**src/design/n64_loader_macros.svh**
```systemverilog
//==========================================================================
// Download indices match the host menu order, PIF ROM first
// Only the low N64_IDX_BITS of the host index are compared
//==========================================================================
`ifndef N64_LOADER_MACROS_SVH
`define N64_LOADER_MACROS_SVH

//==========================================================================
// Download targets
//==========================================================================

// Host index of the PIF ROM image
`define N64_IDX_PIFROM 0
// Host index of the cartridge image
`define N64_IDX_CART 1
// Index bits taken into the compare
`define N64_IDX_BITS 6

// Byte offset of the cartridge in RAM (8 MB)
`define N64_CART_BASE 8388608

//==========================================================================
// Menu save-type codes
//==========================================================================

// 4 kbit EEPROM
`define N64_SAVE_EEPROM4 1
// 16 kbit EEPROM
`define N64_SAVE_EEPROM16 2

`endif

```
**src/design/n64_loader_pkg.sv**
```systemverilog
//==========================================================================
// Types shared by the loader front end; struct field order is fixed
//==========================================================================
package n64_loader_pkg;

	//======================================================================
	// Widths with a meaning
	//======================================================================

	// Host halfword and packed RAM word
	typedef logic [15:0] half_t;
	typedef logic [31:0] word_t;

	// Host byte address, PIF ROM word address
	typedef logic [26:0] dl_addr_t;
	typedef logic [8:0] pif_addr_t;

	// Download index from the host
	typedef logic [7:0] dl_index_t;

	// Save type from the menu, EEPROM type to the core
	typedef logic [2:0] save_type_t;
	typedef logic [1:0] eeprom_type_t;

	//======================================================================
	// Bundles
	//======================================================================

	// Host download port
	typedef struct packed {
		logic      download;
		dl_index_t index;
		dl_addr_t  addr;
		logic      wr;
		half_t     dout;
	} ioctl_t;

	// Active download target
	typedef struct packed {
		logic pif_active;
		logic cart_active;
		logic cart_start;
	} dl_target_t;

	// Complete word on its way to a write port
	typedef struct packed {
		logic     valid;
		logic     is_cart;
		dl_addr_t addr;
		word_t    data;
	} packed_word_t;

	// Menu options for the backup RAM
	typedef struct packed {
		save_type_t save_type;
		logic       menu_load;
		logic       menu_save;
		logic       autosave_off;
	} menu_opts_t;

	// Mounted image state
	typedef struct packed {
		logic mounted;
		logic readonly;
		logic size_nonzero;
	} img_info_t;

endpackage

```
**src/design/backup_control.sv**
```systemverilog
//==========================================================================
// Mount is taken on any non-empty writable image, even mid-download
// Requests are combinational, the core samples them itself
//==========================================================================
`include "n64_loader_macros.svh"

module backup_control (
	input  logic                          clk_1x,
	input  logic                          rst_n,
	input  n64_loader_pkg::dl_target_t    target,
	input  n64_loader_pkg::img_info_t     img,
	input  n64_loader_pkg::menu_opts_t    opts,
	input  logic                          osd_status,
	output logic                          use_img,
	output logic                          cart_loaded,
	output logic                          bk_load,
	output logic                          bk_save,
	output logic                          led_user,
	output n64_loader_pkg::eeprom_type_t  eeprom_type
);

	logic img_usable;

	assign img_usable = img.mounted && img.size_nonzero && !img.readonly;

	//======================================================================
	// Image and cartridge state
	//======================================================================

	always_ff @(posedge clk_1x or negedge rst_n) begin
		if (!rst_n) begin
			use_img     <= 1'b0;
			cart_loaded <= 1'b0;
		end else begin
			// New mount beats the clear from a new cartridge
			if (img_usable) begin
				use_img <= 1'b1;
			end else if (target.cart_start) begin
				use_img <= 1'b0;
			end
			// Sticky
			if (target.cart_active) begin
				cart_loaded <= 1'b1;
			end
		end
	end

	//======================================================================
	// Requests
	//======================================================================

	// Load also on a fresh cartridge with an image present
	assign bk_load = opts.menu_load || (target.cart_active && img.mounted);

	// OSD open triggers autosave
	assign bk_save = opts.menu_save || (osd_status && !opts.autosave_off);

	assign led_user = target.cart_active;

	// EEPROM type from the save type, others have no EEPROM
	always_comb begin
		case (opts.save_type)
			3'(`N64_SAVE_EEPROM4):  eeprom_type = 2'd1;
			3'(`N64_SAVE_EEPROM16): eeprom_type = 2'd2;
			default:                eeprom_type = 2'd0;
		endcase
	end

endmodule

```
**src/design/download_decode.sv**
```systemverilog
//==========================================================================
// Active flags lag download/index by one cycle
// cart_start is high in the first cycle of cart_active only
//==========================================================================
`include "n64_loader_macros.svh"

module download_decode (
	input  logic                        clk_1x,
	input  logic                        rst_n,
	input  n64_loader_pkg::ioctl_t      ioctl,
	output n64_loader_pkg::dl_target_t  target
);

	logic [`N64_IDX_BITS-1:0] idx_low;
	logic                     is_pif;
	logic                     is_cart;
	logic                     pif_q;
	logic                     cart_q;
	logic                     cart_prev;

	// Only the low index bits select the target
	assign idx_low = ioctl.index[`N64_IDX_BITS-1:0];
	assign is_pif  = ioctl.download && (idx_low == `N64_IDX_BITS'(`N64_IDX_PIFROM));
	assign is_cart = ioctl.download && (idx_low == `N64_IDX_BITS'(`N64_IDX_CART));

	always_ff @(posedge clk_1x or negedge rst_n) begin
		if (!rst_n) begin
			pif_q     <= 1'b0;
			cart_q    <= 1'b0;
			cart_prev <= 1'b0;
		end else begin
			pif_q     <= is_pif;
			cart_q    <= is_cart;
			cart_prev <= cart_q;
		end
	end

	// Rising edge of the cartridge flag
	assign target = '{
		pif_active:  pif_q,
		cart_active: cart_q,
		cart_start:  cart_q && !cart_prev
	};

	//======================================================================
	// Checks
	//======================================================================

	// Only one image can be in flight
	a_one_target: assert property (
		@(posedge clk_1x) disable iff (!rst_n)
		!(target.pif_active && target.cart_active)
	);

endmodule

```
**src/design/halfword_packer.sv**
```systemverilog
//==========================================================================
// Low half (addr bit 1 clear) must come before its high half
// Host leaves two idle cycles after each high half, data holds until used
//==========================================================================
`include "n64_loader_macros.svh"

module halfword_packer (
	input  logic                          clk_1x,
	input  logic                          rst_n,
	input  n64_loader_pkg::ioctl_t        ioctl,
	input  n64_loader_pkg::dl_target_t    target,
	output n64_loader_pkg::packed_word_t  word
);

	logic                      capture;
	logic                      hi_seen;
	logic                      valid_q;
	logic                      is_cart_q;
	n64_loader_pkg::half_t     swapped;
	n64_loader_pkg::dl_addr_t  cart_base;
	n64_loader_pkg::dl_addr_t  addr_q;
	n64_loader_pkg::word_t     data_q;

	// Strobe only counts while a target is active
	assign capture = ioctl.wr && (target.pif_active || target.cart_active);

	// PIF ROM is stored big endian
	assign swapped = {ioctl.dout[7:0], ioctl.dout[15:8]};

	assign cart_base = n64_loader_pkg::dl_addr_t'(`N64_CART_BASE);

	//======================================================================
	// Control
	//======================================================================

	// High half at edge N, valid after edge N+1
	always_ff @(posedge clk_1x or negedge rst_n) begin
		if (!rst_n) begin
			hi_seen <= 1'b0;
			valid_q <= 1'b0;
		end else begin
			hi_seen <= capture && ioctl.addr[1];
			valid_q <= hi_seen;
		end
	end

	//======================================================================
	// Word assembly
	//======================================================================

	always_ff @(posedge clk_1x) begin
		if (capture) begin
			if (!ioctl.addr[1]) begin
				// Low half fixes the address
				if (target.cart_active) begin
					data_q[15:0] <= ioctl.dout;
					addr_q       <= ioctl.addr + cart_base;
				end else begin
					data_q[31:16] <= swapped;
					addr_q        <= ioctl.addr;
				end
			end else begin
				if (target.cart_active) begin
					data_q[31:16] <= ioctl.dout;
				end else begin
					data_q[15:0] <= swapped;
				end
				is_cart_q <= target.cart_active;
			end
		end
	end

	assign word = '{
		valid:   valid_q,
		is_cart: is_cart_q,
		addr:    addr_q,
		data:    data_q
	};

	// One pulse per word
	a_valid_single: assert property (
		@(posedge clk_1x) disable iff (!rst_n)
		word.valid |=> !word.valid
	);

endmodule

```
**src/design/n64_loader_top.sv**
```systemverilog
//==========================================================================
// Download and backup-control front end, single clock domain
// Host must honour ioctl_wait and pair halfwords low then high
//==========================================================================
module n64_loader_top (
	input  logic                          clk_1x,
	input  logic                          rst_n,
	// Host download port
	input  n64_loader_pkg::ioctl_t        ioctl,
	output logic                          ioctl_wait,
	// PIF ROM write port
	output logic                          pif_wren,
	output n64_loader_pkg::pif_addr_t     pif_addr,
	output n64_loader_pkg::word_t         pif_data,
	// Cartridge RAM write port
	output logic                          cart_wr,
	output n64_loader_pkg::dl_addr_t      cart_addr,
	output n64_loader_pkg::word_t         cart_data,
	input  logic                          ram_ready,
	// Backup RAM side
	input  n64_loader_pkg::img_info_t     img,
	input  n64_loader_pkg::menu_opts_t    opts,
	input  logic                          osd_status,
	output logic                          use_img,
	output logic                          bk_load,
	output logic                          bk_save,
	output logic                          cart_loaded,
	output logic                          led_user,
	output n64_loader_pkg::eeprom_type_t  eeprom_type
);

	n64_loader_pkg::dl_target_t    target;
	n64_loader_pkg::packed_word_t  word;

	download_decode u_decode (
		.clk_1x (clk_1x),
		.rst_n  (rst_n),
		.ioctl  (ioctl),
		.target (target)
	);

	halfword_packer u_packer (
		.clk_1x (clk_1x),
		.rst_n  (rst_n),
		.ioctl  (ioctl),
		.target (target),
		.word   (word)
	);

	ram_write_port u_write (
		.clk_1x      (clk_1x),
		.rst_n       (rst_n),
		.word        (word),
		.cart_active (target.cart_active),
		.ram_ready   (ram_ready),
		.pif_wren    (pif_wren),
		.pif_addr    (pif_addr),
		.pif_data    (pif_data),
		.cart_wr     (cart_wr),
		.cart_addr   (cart_addr),
		.cart_data   (cart_data),
		.ioctl_wait  (ioctl_wait)
	);

	backup_control u_backup (
		.clk_1x      (clk_1x),
		.rst_n       (rst_n),
		.target      (target),
		.img         (img),
		.opts        (opts),
		.osd_status  (osd_status),
		.use_img     (use_img),
		.cart_loaded (cart_loaded),
		.bk_load     (bk_load),
		.bk_save     (bk_save),
		.led_user    (led_user),
		.eeprom_type (eeprom_type)
	);

endmodule

```
**src/design/ram_write_port.sv**
```systemverilog
//==========================================================================
// Write strobes are one-cycle pulses, address and data hold afterwards
// ioctl_wait covers cartridge writes only, PIF ROM writes never stall
//==========================================================================
module ram_write_port (
	input  logic                          clk_1x,
	input  logic                          rst_n,
	input  n64_loader_pkg::packed_word_t  word,
	input  logic                          cart_active,
	input  logic                          ram_ready,
	output logic                          pif_wren,
	output n64_loader_pkg::pif_addr_t     pif_addr,
	output n64_loader_pkg::word_t         pif_data,
	output logic                          cart_wr,
	output n64_loader_pkg::dl_addr_t      cart_addr,
	output n64_loader_pkg::word_t         cart_data,
	output logic                          ioctl_wait
);

	logic pif_hit;
	logic cart_hit;

	assign pif_hit  = word.valid && !word.is_cart;
	assign cart_hit = word.valid && word.is_cart;

	//======================================================================
	// Strobes and wait level
	//======================================================================

	always_ff @(posedge clk_1x or negedge rst_n) begin
		if (!rst_n) begin
			pif_wren   <= 1'b0;
			cart_wr    <= 1'b0;
			ioctl_wait <= 1'b0;
		end else begin
			pif_wren <= pif_hit;
			cart_wr  <= cart_hit;
			// End of download releases the host regardless of RAM
			if (!cart_active) begin
				ioctl_wait <= 1'b0;
			end else if (cart_hit) begin
				ioctl_wait <= 1'b1;
			end else if (ram_ready) begin
				ioctl_wait <= 1'b0;
			end
		end
	end

	//======================================================================
	// Address and data
	//======================================================================

	always_ff @(posedge clk_1x) begin
		if (pif_hit) begin
			// PIF ROM port is word addressed
			pif_addr <= word.addr[10:2];
			pif_data <= word.data;
		end
		if (cart_hit) begin
			cart_addr <= word.addr;
			cart_data <= word.data;
		end
	end

	// Wait never outlives the cartridge download
	a_wait_ends: assert property (
		@(posedge clk_1x) disable iff (!rst_n)
		!cart_active |=> !ioctl_wait
	);

endmodule

```
**config.mk**
```make
export PLATFORM = sky130hd
export DESIGN_NAME = n64_loader_top
export DESIGN_NICKNAME = d
export VERILOG_FILES = /design/src/design/n64_loader_pkg.sv /design/src/design/backup_control.sv /design/src/design/download_decode.sv /design/src/design/halfword_packer.sv /design/src/design/n64_loader_top.sv /design/src/design/ram_write_port.sv
export VERILOG_INCLUDE_DIRS = /design/src /design/src/design
export SDC_FILE = /design/constraint.sdc
export NUM_CORES = 1
export LEC_CHECK = 0
export ABC_AREA = 1
export BUFFER_PORTS_ARGS = -buffer_cell sky130_fd_sc_hd__buf_2
export CAP_MARGIN = 20
export CORE_ASPECT_RATIO = 1.2
export CORE_MARGIN = 1
export CORE_UTILIZATION = 50
export CTS_CLUSTER_SIZE = 14
export DETAILED_ROUTE_END_ITERATION = 10
export PLACE_DENSITY = 0.76
export SLEW_MARGIN = 20
export SYNTH_ARGS = -nofsm -noshare
export SYNTH_HDL_FRONTEND = slang
export SYNTH_SLANG_ARGS = --single-unit
```
**constraint.sdc**
```tcl
create_clock -name clk_1x -period 3.35 [get_ports clk_1x]
set_input_delay 0.335 -clock clk_1x [delete_from_list [all_inputs] [get_ports clk_1x]]
set_output_delay 0.335 -clock clk_1x [all_outputs]
set_load 0.005 [all_outputs]
```
==> flow_summary.toml <==
[global_route]
grt_pass1_vias = 2904
grt_use_total_pct = 16.9
grt_overflow_total = 0
grt_pass1_wl_mm = 14.0
antenna_found_initial = 1
grt_max_degree = 42

[timing]
relSlewSlack_pct = 44.9
slew_viol_final = 0
worstMarginPinSlew_ns = 0.826
setup_viol = 0
worst_slack_ns = 1.41
rsz0062_at_grt = "false"
fin_tns_setup_ns = 0
timing_hold_violations_final = 0
post-route-min-period_ns = 1.94
fmax_ghz = 0.516
clock_skew_ns = 0.00738
timing.final.crit_share_pct = 57.8

[critical_path]
critPathCaptureType = "flip-flop"
crit_type = "flip-flop to flip-flop"
slowest_stage = "dfrtp_1"
crit_chain = "nor2_1 -> nor3_2 -> buf_4"
cpPeakStageDelay_ns = 0.60
arrival_ns = 2.04
crit_required_ns = 3.46
critPathBufInv = 1
critPathTopFamily = "simple AND/OR/NAND/NOR gates"
startpoint_type = "flip-flop"
crit_fanout = 13

[drt]
ant_nets = 0
routed_wl_mm = 9.56
wl_per_cell_um = 15.9
drt_pass1_iterations = 7
drc = 20
drt_iter0_drc = 122
vias_per_cell = 4.81
vias = 2895

[place]
dpl_cell_area_um2 = 6550
io_buffers = 173
dp_slack_ns = 1.33
hpwl_mm = 6.62
gp_congestion = 0.698

[synthesis]
syn_avg_cell_area_um2 = 20.7
yosys_warnings = 0
yosysSeqAreaShare_pct = 91.6
synth_area_um2 = 5520
synthDistinctLibCells = 20
ys_ff_latch = 170
syn_inst = 266
syn_nets = 333

[cells_and_area]
fin_nets = 526
drive_gt1_share_pct = 45.1
utilization_pct = 67.2
final_cell_mix = "buf_2, edfxtp_1, nand2_1"
syn_to_final_growth_pct = 29.3
nFillCells = 708
mostFrequentLayoutCell = "buf_2"
finalInstanceArea_um2 = 7140

[clock_network]
clkLatencyLatePin_ns = 0.41
cts-root-buf = "clkbuf_16"
clock_path_buffers = 2
cts_tree = "yes"
cts.sinks = 170
htreeDepth = 4
post_cts_resized = 0
cts_buffers = 17
path_clk_slew_ns = 0.06

[pwr]
p_sw_share_pct = 17.8
power_switching_uw = 756
p_int_mw = 3.49
pwr-share-seq_pct = 54.5
p_comb_share_pct = 2.1
power.density_nw_per_um2 = 595
p_total_mw = 4.24
cellLeakagePower_nw = 2.81
vdd_drop_max_uv = 299
power_frac_clock_pct = 43.4

[die]
die_height_um = 117
fp.dieArea_um2 = 11500
num_rows = 41
initial_core_util_pct = 52.0
core_um2 = 10600
die_w_um = 97.9
ios = 176

[status]
failed_checks = "DRC"
status = "finished with violations"

[job]
max_cap_violations = 0

[hold_path]
min_path_type = "input pin to flip-flop"
[layout make-up]
type,instances,area (µm²),area share (%)
sequential,170,5050,70.8
timing repair buffer,178,918,12.9
clock buffer,24,472,6.61
multi-input combinational,73,358,5.01
tap,129,161,2.26
clock inverter,8,97.6,1.37
inverter,19,71.3,0.999
antenna,1,2.50,0.0351
[power groups by stage]
stage | sequential (mW) | combinational, mW | clock [mW]
2_1_floorplan | 2.36 | 0.0342 | 0
3_3_place_gp | 2.36 | 0.0829 | 0
3_5_place_dp | 2.36 | 0.0875 | 0
4_1_cts | 2.31 | 0.0891 | 1.87
5_1_grt | 2.31 | 0.0992 | 1.97
6_report | 2.31 | 0.0882 | 1.84
[cells by family (layout without fill, tap and decap cells)]
logic type                 Yosys count  in the layout  share of synthesized area, %
AOI/OAI and AO/OA                   22             22                          2.15
xor gates and xnor gates             2              2                         0.318
other                                0              1                             0
buffers and inverters               23            229                          2.11
adders and majority gates            1              1                         0.227
and+or+nand+nor                     48             48                          3.56
DFF                                170            170                          91.6
[metrics by stage]
stage | hold WS, ns | cells
after CTS | 0.0780 | 601
after detailed placement | 0.218 | 568
after global placement | 0.207 | 567
final | 0.0962 | 602
after floorplan | 0.0394 | 266
after global routing | 0.0762 | 601
[registers in the layout, indices dropped and copies added (netlist names), 9 cells and up]
name               flops
u_write.cart_addr     27
u_write.cart_data     32
u_write.pif_data      32
u_packer.data_q       32
u_write.pif_addr       9
u_packer.addr_q       27
[cells in the mapped netlist]
| cell type | instances | area [µm²] |
|---|---|---|
| a21o_1 | 1 | 7.51 |
| a21oi_1 | 1 | 5.00 |
| buf_6 | 4 | 45.0 |
| dfrtp_1 | 10 | 250 |
| edfxtp_1 | 160 | 4800 |
| ha_1 | 1 | 12.5 |
| inv_1 | 18 | 67.6 |
| inv_2 | 1 | 3.75 |
| nand2_1 | 28 | 105 |
| nand2_2 | 1 | 6.26 |
| nand3_1 | 1 | 5.00 |
| nor2_1 | 13 | 48.8 |
| nor3_1 | 3 | 15.0 |
| nor3_2 | 1 | 10.0 |
| o21ai_0 | 16 | 80.1 |
| o21ai_1 | 2 | 10.0 |
| o21ai_2 | 1 | 8.76 |
| o21bai_1 | 1 | 7.51 |
| or2_2 | 1 | 6.26 |
| xor2_1 | 2 | 17.5 |
[worst paths after layout]
path	end	slack [ns]	cells after the start	from
worst min register to register	u_packer.valid_q	0.35	0	u_packer.hi_seen
worst min-delay path	u_decode.pif_q	0.1	2	ioctl[44]
max in group asynchronous	u_write.pif_wren	2.83	2	rst_n
min in group asynchronous	u_write.cart_wr	0.32	2	rst_n
worst max-delay path	u_packer.data_q[10]	1.41	3	u_decode.cart_q
worst max register to register	u_packer.data_q[10]	1.41	3	u_decode.cart_q
[layer usage]
metal	part of all wire, %	track usage [%]
met5	0	0
met4	1.6	7.78
met3	5.6	5.76
met2	55	31.2
met1	37	17.4
[what timing repair did]
| item | in CTS | in global routing |
|---|---|---|
| buffers inserted | 0 | 0 |
| hold buffers | 1 | 0 |
| hold endpoints to repair | 10 | 0 |
| setup endpoints to repair | 0 | 0 |
No activity file was read; power rests on OpenSTA's default activity.
